`src/aexmPkg.sv`:
```
package aexmPkg;

  typedef logic [31:0] word_t;     // Data word, register value, instruction
  typedef logic [4:0]  regAddr_t;
  typedef logic [5:0]  opcode_t;
  typedef logic [15:0] imm_t;      // Raw immediate field

  typedef enum logic [2:0] {
    ALU_ADD,
    ALU_RSUB,   // Operand B minus rA
    ALU_OR,
    ALU_AND,
    ALU_XOR,
    ALU_SHL,
    ALU_SHR,
    ALU_PASS
  } aluOp_t;

  // Decoded control carried from D into X
  typedef struct packed {
    aluOp_t   aluOp;
    logic     useImm;
    logic     regWrite;
    logic     load;
    logic     store;
    logic     branch;
    logic     condBranch;
    logic     condNe;      // BNEI when set, BEQI otherwise
    regAddr_t rd;
  } decodeCtrl_t;

  localparam opcode_t OPC_ADD   = 6'h00;
  localparam opcode_t OPC_RSUB  = 6'h01;
  localparam opcode_t OPC_ADDI  = 6'h08;
  localparam opcode_t OPC_RSUBI = 6'h09;
  localparam opcode_t OPC_BSI   = 6'h19;  // BSLLI and BSRLI
  localparam opcode_t OPC_OR    = 6'h20;
  localparam opcode_t OPC_AND   = 6'h21;
  localparam opcode_t OPC_XOR   = 6'h22;
  localparam opcode_t OPC_ORI   = 6'h28;
  localparam opcode_t OPC_ANDI  = 6'h29;
  localparam opcode_t OPC_XORI  = 6'h2A;
  localparam opcode_t OPC_BRI   = 6'h2E;
  localparam opcode_t OPC_BEQI  = 6'h2F;  // Condition in rd with 0 for EQ and 1 for NE
  localparam opcode_t OPC_LWI   = 6'h3A;
  localparam opcode_t OPC_SWI   = 6'h3E;

  localparam word_t NOP_WORD = 32'h8000_0000;  // OR r0, r0, r0

endpackage

```
`src/aexmEnable.sv`:
```
module aexmEnable (
  input  logic sys_clk_i,
  input  logic rst_i,
  input  logic icacheBusy_i,
  input  logic dcacheBusy_i,
  input  logic fetchStall_i,
  input  logic memOp_i,         // Load or store in X
  output logic cpuEnable_o,
  output logic icacheEnable_o,
  output logic dcacheEnable_o
);

  logic runQ;  // Stays low for the first cycle after reset

  always_ff @(posedge sys_clk_i) begin
    if (rst_i) begin
      runQ <= 1'b0;
    end else begin
      runQ <= 1'b1;
    end
  end

  // Whole pipeline freezes while either cache works
  assign cpuEnable_o    = runQ & ~icacheBusy_i & ~dcacheBusy_i;
  assign icacheEnable_o = cpuEnable_o & ~fetchStall_i;  // No new fetch on load-use
  assign dcacheEnable_o = cpuEnable_o & memOp_i;

  // X control is cleared by reset in the decoder
  assert property (@(posedge sys_clk_i) $past(rst_i) |-> !memOp_i)
    else $error("memory operation in X right after reset");

endmodule

```
`src/aexmIbuf.sv`:
```
module aexmIbuf (
  input  logic              sys_clk_i,
  input  logic              rst_i,
  input  aexmPkg::word_t    icacheDatai_i,
  input  logic              cpuEnable_i,
  input  logic              dSkip_i,
  input  logic              fetchStall_i,
  output aexmPkg::opcode_t  opc_o,
  output aexmPkg::regAddr_t rd_o,
  output aexmPkg::regAddr_t ra_o,
  output aexmPkg::regAddr_t rb_o,
  output aexmPkg::imm_t     imm_o,
  output aexmPkg::word_t    simm_o     // Sign-extended immediate for X
);

  import aexmPkg::*;

  word_t dInst;   // Decode-stage instruction register
  word_t dSimm;

  always_ff @(posedge sys_clk_i) begin
    if (rst_i) begin
      dInst <= NOP_WORD;
    end else if (cpuEnable_i && !fetchStall_i) begin
      dInst <= dSkip_i ? NOP_WORD : icacheDatai_i;  // Squash flushed or empty fetch
    end
  end

  // MicroBlaze field layout
  assign opc_o = dInst[31:26];
  assign rd_o  = dInst[25:21];
  assign ra_o  = dInst[20:16];
  assign rb_o  = dInst[15:11];
  assign imm_o = dInst[15:0];

  assign dSimm = {{16{dInst[15]}}, dInst[15:0]};

  always_ff @(posedge sys_clk_i) begin
    if (rst_i) begin
      simm_o <= '0;
    end else if (cpuEnable_i) begin
      simm_o <= dSimm;
    end
  end

endmodule

```
`src/aexmCtrl.sv`:
```
module aexmCtrl #(
  parameter int BSF = 1
) (
  input  logic                  sys_clk_i,
  input  logic                  rst_i,
  input  aexmPkg::opcode_t      opc_i,
  input  aexmPkg::regAddr_t     rd_i,
  input  aexmPkg::regAddr_t     ra_i,
  input  aexmPkg::regAddr_t     rb_i,
  input  aexmPkg::imm_t         imm_i,
  input  logic                  cpuEnable_i,
  input  logic                  xSkip_i,
  output aexmPkg::decodeCtrl_t  xCtrl_o,
  output logic                  fetchStall_o,
  output logic                  memOp_o,
  output logic                  dcacheWe_o
);

  import aexmPkg::*;

  decodeCtrl_t dCtrl;
  logic        writes;

  always_comb begin
    dCtrl        = '0;
    dCtrl.aluOp  = ALU_PASS;
    dCtrl.useImm = opc_i[3];   // Immediate forms all have bit 3 set
    dCtrl.rd     = rd_i;
    writes       = 1'b1;
    case (opc_i)
      OPC_ADD, OPC_ADDI:   dCtrl.aluOp = ALU_ADD;
      OPC_RSUB, OPC_RSUBI: dCtrl.aluOp = ALU_RSUB;
      OPC_OR, OPC_ORI:     dCtrl.aluOp = ALU_OR;
      OPC_AND, OPC_ANDI:   dCtrl.aluOp = ALU_AND;
      OPC_XOR, OPC_XORI:   dCtrl.aluOp = ALU_XOR;
      OPC_BSI: begin
        dCtrl.aluOp = imm_i[10] ? ALU_SHL : ALU_SHR;
        writes      = (BSF != 0);   // No-op without the shifter
      end
      OPC_LWI:             dCtrl.load = 1'b1;
      OPC_SWI: begin
        dCtrl.store = 1'b1;
        writes      = 1'b0;
      end
      OPC_BRI: begin
        dCtrl.branch = 1'b1;
        writes       = 1'b0;
      end
      OPC_BEQI: begin
        dCtrl.branch     = (rd_i[4:1] == 4'd0);  // Only EQ and NE
        dCtrl.condBranch = 1'b1;
        dCtrl.condNe     = rd_i[0];
        writes           = 1'b0;
      end
      default:             writes = 1'b0;
    endcase
    dCtrl.regWrite = writes && (rd_i != '0);
  end

  // Loaded word is not ready for a D read until the load leaves X
  assign fetchStall_o = xCtrl_o.load && (xCtrl_o.rd != '0)
                        && ((xCtrl_o.rd == ra_i) || (xCtrl_o.rd == rb_i));

  always_ff @(posedge sys_clk_i) begin
    if (rst_i) begin
      xCtrl_o <= '0;
    end else if (cpuEnable_i) begin
      xCtrl_o <= (xSkip_i || fetchStall_o) ? decodeCtrl_t'('0) : dCtrl;  // Bubble
    end
  end

  assign memOp_o    = xCtrl_o.load | xCtrl_o.store;
  assign dcacheWe_o = xCtrl_o.store & cpuEnable_i;

  // Taken branch and load in X never meet
  assert property (@(posedge sys_clk_i) disable iff (rst_i)
                   !(xSkip_i && fetchStall_o))
    else $error("taken branch during load-use stall");

endmodule

```
`src/aexmBpcu.sv`:
```
module aexmBpcu #(
  parameter int IW = 32
) (
  input  logic                 sys_clk_i,
  input  logic                 rst_i,
  input  aexmPkg::decodeCtrl_t xCtrl_i,
  input  aexmPkg::word_t       xRegA_i,
  input  aexmPkg::word_t       xSimm_i,
  input  logic                 cpuEnable_i,
  input  logic                 fetchStall_i,
  output logic [IW-1:0]        icacheAddr_o,
  output logic                 dSkip_o,
  output logic                 xSkip_o
);

  import aexmPkg::*;

  logic [IW-1:0] fetchPc;   // Next sequential fetch
  logic [IW-1:0] busPc;     // Word now on the icache data bus
  logic [IW-1:0] dPc;
  logic [IW-1:0] xPc;
  logic [IW-1:0] target;
  logic          busValid;  // Bus holds a real fetch
  logic          regAZero;
  logic          taken;
  logic          advance;

  assign regAZero = (xRegA_i == '0);
  assign taken    = xCtrl_i.branch
                    & (~xCtrl_i.condBranch | (xCtrl_i.condNe ^ regAZero));
  assign target   = xPc + xSimm_i[IW-1:0];
  assign advance  = cpuEnable_i & ~fetchStall_i;

  // Redirect goes out in the branch's own X cycle
  assign icacheAddr_o = taken ? target : fetchPc;

  always_ff @(posedge sys_clk_i) begin
    if (rst_i) begin
      fetchPc  <= '0;
      busValid <= 1'b0;
    end else if (advance) begin
      fetchPc  <= icacheAddr_o + IW'(4);
      busValid <= 1'b1;
    end
  end

  always_ff @(posedge sys_clk_i) begin
    if (advance) begin
      busPc <= icacheAddr_o;
      dPc   <= busPc;
    end
    if (cpuEnable_i) begin
      xPc <= dPc;
    end
  end

  assign dSkip_o = taken | ~busValid;  // Wrong-path or empty fetch word
  assign xSkip_o = taken;

endmodule

```
`src/aexmRegf.sv`:
```
module aexmRegf (
  input  logic                 sys_clk_i,
  input  logic                 rst_i,
  input  aexmPkg::regAddr_t    ra_i,
  input  aexmPkg::regAddr_t    rb_i,
  input  aexmPkg::regAddr_t    rd_i,
  input  aexmPkg::decodeCtrl_t xCtrl_i,
  input  aexmPkg::word_t       wbResult_i,
  input  aexmPkg::word_t       dcacheDatai_i,
  input  logic                 cpuEnable_i,
  output aexmPkg::word_t       xRegA_o,
  output aexmPkg::word_t       xRegB_o,
  output aexmPkg::word_t       xStoreData_o,
  output aexmPkg::word_t       dcacheDatao_o
);

  import aexmPkg::*;

  word_t    regs [32];
  regAddr_t wbRd;
  logic     wbWrite;
  logic     wbLoad;
  word_t    wbData;
  regAddr_t xRa, xRb, xRd;
  word_t    xRegAQ, xRegBQ, xRdQ;
  word_t    dRegA, dRegB, dRegD;

  assign wbData = wbLoad ? dcacheDatai_i : wbResult_i;

  // Writeback wins over the stored value
  function automatic word_t fwd(regAddr_t addr, word_t value);
    return (wbWrite && (wbRd == addr)) ? wbData : value;
  endfunction

  function automatic word_t readD(regAddr_t addr);
    return (addr == '0) ? '0 : fwd(addr, regs[addr]);  // r0 reads zero
  endfunction

  always_comb begin
    dRegA        = readD(ra_i);
    dRegB        = readD(rb_i);
    dRegD        = readD(rd_i);   // Store data
    xRegA_o      = fwd(xRa, xRegAQ);
    xRegB_o      = fwd(xRb, xRegBQ);
    xStoreData_o = fwd(xRd, xRdQ);
  end

  assign dcacheDatao_o = xStoreData_o;

  always_ff @(posedge sys_clk_i) begin
    if (cpuEnable_i && wbWrite) begin
      regs[wbRd] <= wbData;   // Decoder never writes r0
    end
  end

  always_ff @(posedge sys_clk_i) begin
    if (rst_i) begin
      wbWrite <= 1'b0;
    end else if (cpuEnable_i) begin
      wbWrite <= xCtrl_i.regWrite;
    end
  end

  always_ff @(posedge sys_clk_i) begin
    if (cpuEnable_i) begin
      wbRd   <= xCtrl_i.rd;
      wbLoad <= xCtrl_i.load;
      xRa    <= ra_i;
      xRb    <= rb_i;
      xRd    <= rd_i;
      xRegAQ <= dRegA;
      xRegBQ <= dRegB;
      xRdQ   <= dRegD;
    end
  end

endmodule

```
`src/aexmXecu.sv`:
```
module aexmXecu #(
  parameter int DW  = 32,
  parameter int BSF = 1
) (
  input  logic                 sys_clk_i,
  input  logic                 rst_i,
  input  aexmPkg::decodeCtrl_t xCtrl_i,
  input  aexmPkg::word_t       xRegA_i,
  input  aexmPkg::word_t       xRegB_i,
  input  aexmPkg::word_t       xSimm_i,
  input  logic                 cpuEnable_i,
  output logic [DW-1:0]        dcacheAddr_o,
  output aexmPkg::word_t       wbResult_o
);

  import aexmPkg::*;

  word_t opB;
  word_t shlRes;
  word_t shrRes;
  word_t aluRes;
  word_t memAddr;

  assign opB = xCtrl_i.useImm ? xSimm_i : xRegB_i;

  generate
    if (BSF != 0) begin : gShift
      assign shlRes = xRegA_i << opB[4:0];
      assign shrRes = xRegA_i >> opB[4:0];   // Logical
    end else begin : gNoShift
      assign shlRes = '0;   // Shift ops decode as no-ops here
      assign shrRes = '0;
    end
  endgenerate

  always_comb begin
    case (xCtrl_i.aluOp)
      ALU_ADD:  aluRes = xRegA_i + opB;
      ALU_RSUB: aluRes = opB - xRegA_i;
      ALU_OR:   aluRes = xRegA_i | opB;
      ALU_AND:  aluRes = xRegA_i & opB;
      ALU_XOR:  aluRes = xRegA_i ^ opB;
      ALU_SHL:  aluRes = shlRes;
      ALU_SHR:  aluRes = shrRes;
      default:  aluRes = opB;   // ALU_PASS
    endcase
  end

  // Effective address for LWI and SWI
  assign memAddr      = xRegA_i + xSimm_i;
  assign dcacheAddr_o = memAddr[DW-1:0];

  always_ff @(posedge sys_clk_i) begin
    if (rst_i) begin
      wbResult_o <= '0;
    end else if (cpuEnable_i) begin
      wbResult_o <= aluRes;
    end
  end

endmodule

```
`src/aexmCore.sv`:
```
module aexmCore #(
  parameter int IW  = 32,
  parameter int DW  = 32,
  parameter int BSF = 1
) (
  input  logic           sys_clk_i,
  input  logic           rst_i,
  output logic [IW-1:0]  icachePrecycleAddr_o,
  output logic           icachePrecycleEnable_o,
  input  aexmPkg::word_t icacheDatai_i,
  input  logic           icacheBusy_i,
  output logic [DW-1:0]  dcachePrecycleAddr_o,
  output logic           dcachePrecycleEnable_o,
  output logic           dcachePrecycleWe_o,
  output aexmPkg::word_t dcacheDatao_o,
  input  aexmPkg::word_t dcacheDatai_i,
  input  logic           dcacheBusy_i
);

  import aexmPkg::*;

  logic        cpuEnable;
  logic        fetchStall;
  logic        memOp;
  logic        dSkip;
  logic        xSkip;
  opcode_t     opc;
  regAddr_t    rd;
  regAddr_t    ra;
  regAddr_t    rb;
  imm_t        imm;
  word_t       xSimm;
  word_t       xRegA;
  word_t       xRegB;
  word_t       wbResult;
  decodeCtrl_t xCtrl;

  aexmEnable u_enable (
    .sys_clk_i, .rst_i, .icacheBusy_i, .dcacheBusy_i,
    .fetchStall_i(fetchStall), .memOp_i(memOp), .cpuEnable_o(cpuEnable),
    .icacheEnable_o(icachePrecycleEnable_o), .dcacheEnable_o(dcachePrecycleEnable_o));

  aexmIbuf u_ibuf (
    .sys_clk_i, .rst_i, .icacheDatai_i, .cpuEnable_i(cpuEnable),
    .dSkip_i(dSkip), .fetchStall_i(fetchStall), .opc_o(opc),
    .rd_o(rd), .ra_o(ra), .rb_o(rb), .imm_o(imm), .simm_o(xSimm));

  aexmCtrl #(.BSF(BSF)) u_ctrl (
    .sys_clk_i, .rst_i, .opc_i(opc), .rd_i(rd), .ra_i(ra), .rb_i(rb),
    .imm_i(imm), .cpuEnable_i(cpuEnable), .xSkip_i(xSkip), .xCtrl_o(xCtrl),
    .fetchStall_o(fetchStall), .memOp_o(memOp), .dcacheWe_o(dcachePrecycleWe_o));

  aexmBpcu #(.IW(IW)) u_bpcu (
    .sys_clk_i, .rst_i, .xCtrl_i(xCtrl), .xRegA_i(xRegA), .xSimm_i(xSimm),
    .cpuEnable_i(cpuEnable), .fetchStall_i(fetchStall),
    .icacheAddr_o(icachePrecycleAddr_o), .dSkip_o(dSkip), .xSkip_o(xSkip));

  aexmRegf u_regf (
    .sys_clk_i, .rst_i, .ra_i(ra), .rb_i(rb), .rd_i(rd), .xCtrl_i(xCtrl),
    .wbResult_i(wbResult), .dcacheDatai_i, .cpuEnable_i(cpuEnable),
    .xRegA_o(xRegA), .xRegB_o(xRegB), .xStoreData_o(), .dcacheDatao_o);

  aexmXecu #(.DW(DW), .BSF(BSF)) u_xecu (
    .sys_clk_i, .rst_i, .xCtrl_i(xCtrl), .xRegA_i(xRegA), .xRegB_i(xRegB),
    .xSimm_i(xSimm), .cpuEnable_i(cpuEnable),
    .dcacheAddr_o(dcachePrecycleAddr_o), .wbResult_o(wbResult));

endmodule

```
`config.mk`:
```
export PLATFORM = sky130hd
export DESIGN_NAME = aexmCore
export DESIGN_NICKNAME = d
export VERILOG_FILES = /design/src/aexmPkg.sv /design/src/aexmEnable.sv /design/src/aexmIbuf.sv /design/src/aexmCtrl.sv /design/src/aexmBpcu.sv /design/src/aexmRegf.sv /design/src/aexmXecu.sv /design/src/aexmCore.sv
export SDC_FILE = /design/constraint.sdc
export NUM_CORES = 2
export LEC_CHECK = 0
export BUFFER_PORTS_ARGS = -buffer_cell sky130_fd_sc_hd__buf_4
export CAP_MARGIN = 30
export CORE_MARGIN = 2
export CORE_UTILIZATION = 49
export CTS_CLUSTER_SIZE = 25
export DETAILED_ROUTE_END_ITERATION = 6
export PLACE_DENSITY_LB_ADDON = 0.05
export SETUP_SLACK_MARGIN = 0.3
export SYNTH_ARGS = -nofsm -noshare
export SYNTH_HDL_FRONTEND = slang
export SYNTH_SLANG_ARGS = --single-unit
```
`constraint.sdc`:
```
create_clock -name sys_clk_i -period 7.9 [get_ports sys_clk_i]
set_clock_uncertainty 0.1 [all_clocks]
set_input_delay 0.79 -clock sys_clk_i [delete_from_list [all_inputs] [get_ports sys_clk_i]]
set_output_delay 0.79 -clock sys_clk_i [all_outputs]
set_load 0.03 [all_outputs]
```
# Word level (Yosys, flattened, before mapping)
# Memory sizes are Yosys's and may differ from the RTL's. A register that Yosys moved wholly into a read port is not among the register bits.
# Cells that the tools add are included.
word_totals:
  regBits: 247
  ramBits: 1024
  in_bits: 68
  elab_cells: 120
  memories: 1
classes:
  add_sub_neg: 5
  eq_ne: 25
  shift: 2
  mux: 19
  bitwise: 18
  n_reduce_logical: 26
mem_list:
  columns: ["name", "words", "word_bits", "rd", "rd_clocked_by_memory_dff", "write_ports", "line_no", "text"]
  rows:
  - ["u_regf.regs", 32, 32, 3, 3, 1, "aexmRegf.sv:19", "word_t regs [32];"]
op_table:
  columns: ["operator", "count"]
  rows:
  - ["32-bit 2-to-1 mux", 7]
  - ["32-bit one-hot mux with 7 select lines", 1]
  - ["32-bit adder", 3]
  - ["6-bit == test (second input constant)", 10]
  - ["32-bit by 3-bit adder with 32-bit output (second input constant)", 1]
  - ["32-bit bitwise AND", 1]
  - ["32-bit logical NOT", 1]
  - ["32-bit OR", 1]
  - ["32-bit by 5-bit << shifter with 32-bit output", 1]
  - ["32-bit by 5-bit right shift with 32-bit output", 1]
  - ["32-bit subtractor", 1]
  - ["32-bit bitwise XOR", 1]
  - ["5-bit == test", 5]
  - ["3-bit one-hot mux with 6 select lines", 1]
  - ["5-bit logical NOT", 3]
  - ["15-bit 2-to-1 mux", 1]
  - ["6-bit by 4-bit == test with 1-bit output (second input constant)", 2]
  - ["12-bit OR reduction", 1]
  - ["5-bit nonzero test", 2]
  - ["2-bit OR reduction", 5]
  - ["3-bit == test (second input constant)", 3]
  - ["1-bit logical AND", 8]
  - ["1-bit bitwise AND", 6]
  - ["3-bit by 2-bit == test with 1-bit output (second input constant)", 2]
  - ["14 further kinds", 27]

# Logic depth before layout (Yosys ltp)
depth:
  word_depth: 9
  ltp_mapped: 28
  depth_no_buf: 23

# By module
# Synthesis repeated with hierarchy kept, for this count alone.
unflattened:
  hier_cells: 6029
  hier_area_um2: 82790.7
by_module_without_submodules:
  columns: ["mod", "instances", "cells_per_inst", "area_each_um2", "seq_area_each_um2"]
  rows:
  - ["aexmRegf", 1, 3479, 61716.7, 34282.9]
  - ["aexmXecu", 1, 1498, 10792.9, 640.6]
  - ["aexmBpcu", 1, 727, 7379.6, 3543.4]
  - ["aexmIbuf", 1, 216, 1975.6, 960.9]
  - ["aexmCtrl", 1, 104, 867.1, 300.3]
  - ["aexmEnable", 1, 5, 58.8, 20.0]

# Worst setup path before layout
# OpenSTA, ideal clock, no wires.
synth_path:
  kind: "input to register"
  start: "in icacheBusy_i"
  end: "reg u_bpcu.xPc[0], enable pin"
  setup_ps: 571
  arrival_ps: 5698
  t_required_ps: 7229
  path_slack_ps: 1530
  cell_stages: 5
  path_cell_list: "nor2_1 nand2_1 inv_1 clkbuf_1 clkbuf_1"
synth_between:
  elab_chain_len: 3
synth_rtl:
  columns: ["element", "line_no", "text"]
  rows:
  - ["start, declared", "aexmCore.sv:11", "input logic icacheBusy_i,"]
  - ["1-bit NOT", "aexmEnable.sv:24", "assign cpuEnable_o = runQ & ~icacheBusy_i & ~dcacheBusy_i;"]
  - ["1-bit bitwise AND (2 in a row)", "aexmEnable.sv:24", null]
  - ["via cpuEnable", "aexmCore.sv:22", "logic cpuEnable;"]
  - ["end signal, assigned", "aexmBpcu.sv:53", "xPc <= dPc;"]
  - ["end, declared", "aexmBpcu.sv:21", "logic [IW-1:0] xPc;"]
# The timed path passes the listed nets, and every way through them passes these cells.
# A chain may end at the register's enable or synchronous reset.

# Final worst setup path
layout_path:
  start: "reg u_regf.wbRd[4]"
  end: "out dcachePrecycleAddr_o[31]"
layout_between:
  elab_chain_len: 4
layout_rtl:
  columns: ["element", "line_no", "text"]
  rows:
  - ["start, declared", "aexmRegf.sv:20", "regAddr_t wbRd;"]
  - ["start signal, assigned", "aexmRegf.sv:66", "wbRd <= xCtrl_i.rd;"]
  - ["5-bit == test", "aexmRegf.sv:32", "return (wbWrite && (wbRd == addr)) ? wbData : value;"]
  - ["1-bit logical AND", "aexmRegf.sv:32", null]
  - ["32-bit 2-to-1 mux", "aexmRegf.sv:32", null]
  - ["32-bit adder", "aexmXecu.sv:50", "assign memAddr = xRegA_i + xSimm_i;"]
  - ["end, declared", "aexmCore.sv:12", "output logic [DW-1:0] dcachePrecycleAddr_o,"]
# Every way passes these cells.

==> results.yml <==
critical_path:
  critical_path_arrival_ns: 6.35
  slowest_delay_ns: 0.64
  worstSetupStartpointType: "flop"
  path_class: "reg -> out"
  slowest_stage: "edfxtp_1"
  cp_cell_sequence: "xnor2_1 > and4_1 > buf_4 > nand3_1 > o21ai_0 > inv_1 > ha_1 > a211oi_1 > nand2_1 > o211ai_1 > a21oi_1 > o31ai_1 > a31oi_1 > a211o_1 > a21oi_1 > xnor2_1 > buf_4"
  end_kind: "primary output"
  cp_max_fo: 24
  worstPathRequired_ns: 7.01
global_routing:
  grt_util_met3_pct: 8.44
  grt_pass1_vias: 56800
  antenna_found_initial: 15
  grtUsageMet2_pct: 54.4
  grt-ovfl-total: 0
  grt_max_degree: 112
  grt-busiest-layer: "met2"
  track_usage_pct: 35.6
  grt_pass1_wl_um: 428000
  grt_use_met1_pct: 49.1
clock_tree:
  numCtsBuffers: 155
  numClockSinks: 1367
  htreeDepth: 4
  root_buffer: "clkbuf_16"
  clock_latency_ns: 0.83
  clkSlewWorstSetupHoldPaths_ns: 0.06
  tritoncts: "done"
  cts_buffer_depth: 3
  cts.hold.buffers_added: 0
logic_synthesis:
  synth.cell_area_sq_mm: 0.0816
  ys_async_sr_fraction_pct: 0
  synth_nets: 6204
  ys.flop_type: "edfxtp_1"
  synth_cell_types: 102
  avgSynthCellArea_sq_um: 13.7
  synth_cells: 5974
  ys_warn_count: 0
  synth-edff-count: 1237
  yosysSeqAreaShare_pct: 48.7
  ys_ff_latch: 1367
place:
  hpwl_um: 193000
  io_buffers: 166
  dpl_cell_area_sq_mm: 0.0860
  gp_congestion: 0.961
  numPlacedInstances: 8055
layout:
  syn2layout_area_growth_pct: 11.6
  fin_util_pct: 55.1
  multi_input_area_sq_mm: 0.0396
  stdcell_count: 8346
  fill_cells: 13600
  fin_nets: 6261
  fin_area_sq_mm: 0.0910
  regArea_sq_mm: 0.0398
  layout-drive-gt1-share_pct: 26.7
floorplanning:
  fp-row-count: 149
  dieHeight_um: 412
  design.core.area_sq_mm: 0.165
  dieWidth_um: 412
  io-pin-count: 167
  initial_utilization_pct: 49.4
  dieArea_sq_mm: 0.170
timing:
  setup_tns_ns: 0
  maxSlewHeadroom_pct: 25.8
  rsz0062_at_grt: "false"
  post-route-period-util_pct: 91.7
  fin_crit_ns: 7.24
  finalHoldViolCount: 0
  worst-slew-pin-transition_ns: 1.11
  final_max_slew_viol_count: 0
  fmax_mhz: 138
  setup_viol: 0
detailed_routing:
  via_count: 59000
  ant_nets: 0
  avgRoutedWirePerCell_um: 36.5
  viasPerCell: 7.07
  wl_um: 304000
  drc: 0
  dr.pass1.iters: 6
  drt_iter0_drc: 8354
outcome:
  status: "completed"
power_and_ir_drop:
  p_per_area_mw_per_mm2: 175
  vdd_drop_max_mv: 0.227
  p_leak_uw: 0.0290
job:
  cap_violations: 0
hold_path:
  worstHoldPathType: "in -> reg"
-- cell usage after synthesis (9+ instances only) --
cell type,number,area [sq um]
dfxtp_1,130,2600
a21o_1,37,278
or2_2,15,93.8
nor2b_1,32,200
o32ai_1,11,96.3
mux4_2,771,17400
o21a_1,29,218
a22oi_1,47,353
buf_1,125,469
a31oi_1,26,163
and2_1,14,87.6
nor3_1,63,315
nand4_1,24,150
o21ai_2,9,78.8
nand3b_1,9,67.6
o21ai_0,209,1050
nand3_1,74,370
mux2i_1,359,3590
edfxtp_1,1237,37100
a21oi_1,344,1720
a221o_1,23,230
o22ai_1,90,563
a211oi_1,144,1080
mux2_2,121,1360
a21boi_0,9,67.6
xnor2_1,117,1020
inv_1,138,518
a221oi_1,57,499
clkbuf_1,327,1230
nor4_1,15,93.8
and3_1,18,113
buf_2,16,80.1
or3_1,20,125
nand2b_1,44,275
inv_2,13,48.8
o31ai_1,14,105
ha_1,159,1990
xor2_1,40,350
o211ai_1,58,435
nor2_1,461,1730
nand2_1,319,1200
o221ai_1,47,412
-- report_power, final --
group          switching [uW]  internal [uW]  total (uW)
clock network            3100           4040        7150
registers                28.4           7920        7950
logic                     581            268         849
-- registers in the layout (all words and copies together), names as in the netlist, 15 cells and up --
name / flops
u_bpcu.dPc: 32
u_ibuf.simm_o: 16
u_regf.xRegBQ: 32
u_bpcu.fetchPc: 32
u_regf.regs: 1024
u_ctrl.xCtrl_o: 15
u_regf.xRdQ: 32
u_bpcu.xPc: 32
u_bpcu.busPc: 32
u_xecu.wbResult_o: 32
u_regf.xRegAQ: 32
u_ibuf.dInst: 32
-- cells by family after synthesis --
| group | after synthesis | synth area share (%) |
|---|---|---|
| fa+ha+maj | 162 | 2.51 |
| compound gates | 1239 | 9.97 |
| mux | 1262 | 27.6 |
| simple gates | 1145 | 6.35 |
| xor+xnor | 157 | 1.69 |
| flops | 1367 | 48.7 |
| buf+inv | 642 | 3.14 |
-- placed cells by master, fill, tap and decap left out, types with 17 or more instances in the layout --
| cell type | count |
|---|---|
| mux2_2 | 121 |
| a22oi_1 | 47 |
| and3_1 | 17 |
| xor2_1 | 40 |
| mux4_2 | 771 |
| nand2b_1 | 44 |
| xnor2_1 | 117 |
| ha_1 | 159 |
| o21a_1 | 29 |
| o221ai_1 | 47 |
| inv_1 | 137 |
| nor3_1 | 61 |
| edfxtp_1 | 1237 |
| a21oi_1 | 344 |
| mux2i_1 | 358 |
| o211ai_1 | 58 |
| a21o_1 | 37 |
| buf_12 | 21 |
| nor2_1 | 424 |
| o21ai_0 | 208 |
| buf_4 | 347 |
| o22ai_1 | 90 |
| dfxtp_1 | 113 |
| clkinv_2 | 23 |
| nor2_4 | 35 |
| a221o_1 | 23 |
| nor2b_1 | 30 |
| a31oi_1 | 26 |
| clkinv_1 | 39 |
| or3_1 | 18 |
| nand4_1 | 24 |
| nand3_1 | 74 |
| a211oi_1 | 144 |
| nand2_1 | 315 |
| clkbuf_16 | 157 |
| clkbuf_1 | 34 |
| a221oi_1 | 57 |
-- worst max-delay path: cells and delay by family (launching register included) --
kind | cells | cell delay (ns)
AO/OA/AOI/OAI | 8 | 2.24
buffers and inverters | 3 | 0.96
adder cells (fa/ha/maj) | 1 | 0.46
AND/OR/NAND/NOR | 3 | 0.81
XOR/XNOR | 2 | 0.43
flip-flops | 1 | 0.64
-- per-stage QoR --
stage               setup WS, ns  hold WS, ns  power [uW]
finish                     0.657        0.119       15900
global route               0.321       0.0921       16300
detailed placement         0.790        0.305        8920
CTS                        0.504       0.0477       16000
global placement           0.845        0.300        8910
floorplan                   1.53        0.300        8580
-- worst paths after layout --
check / startpoint / endpoint / slack, ns / cells past startpoint
worst max-delay path: u_regf.wbRd[4] / dcachePrecycleAddr_o[31] / 0.66 / 17
worst max register to register: u_regf.wbRd[4] / u_xecu.wbResult_o[30] / 1.22 / 23
worst min register to register: u_bpcu.dPc[22] / u_bpcu.xPc[22] / 0.32 / 0
worst min-delay path: icacheDatai_i[17] / u_ibuf.dInst[17] / 0.12 / 3
-- what timing repair did --
item | in CTS | in global routing
setup buffers | 1 | 0
pin swaps | 1 | 1
gates cloned | 0 | 1
gates resized for setup | 0 | 3
endpoints found under the setup margin | 7 | 4
-- area by class of cell --
type	instances	area share, %
Inverter	156	0.653
Tap cell	2189	3.01
Antenna cell	4	0.0110
Sequential cell	1367	43.7
Timing Repair Buffer	385	3.65
Multi-Input combinational cell	3966	43.5
Clock buffer	196	4.53
Clock inverter	83	0.925
-- per-layer routing --
| metal | vias to the layer above | part of all wire, % |
|---|---|---|
| met5 | - | 0.024 |
| met4 | 10 | 4.7 |
| met3 | 683 | 11 |
| met2 | 3677 | 46 |
| met1 | 30400 | 39 |
| li1 | 24200 | - |
No activity file was read; power rests on OpenSTA's default activity.
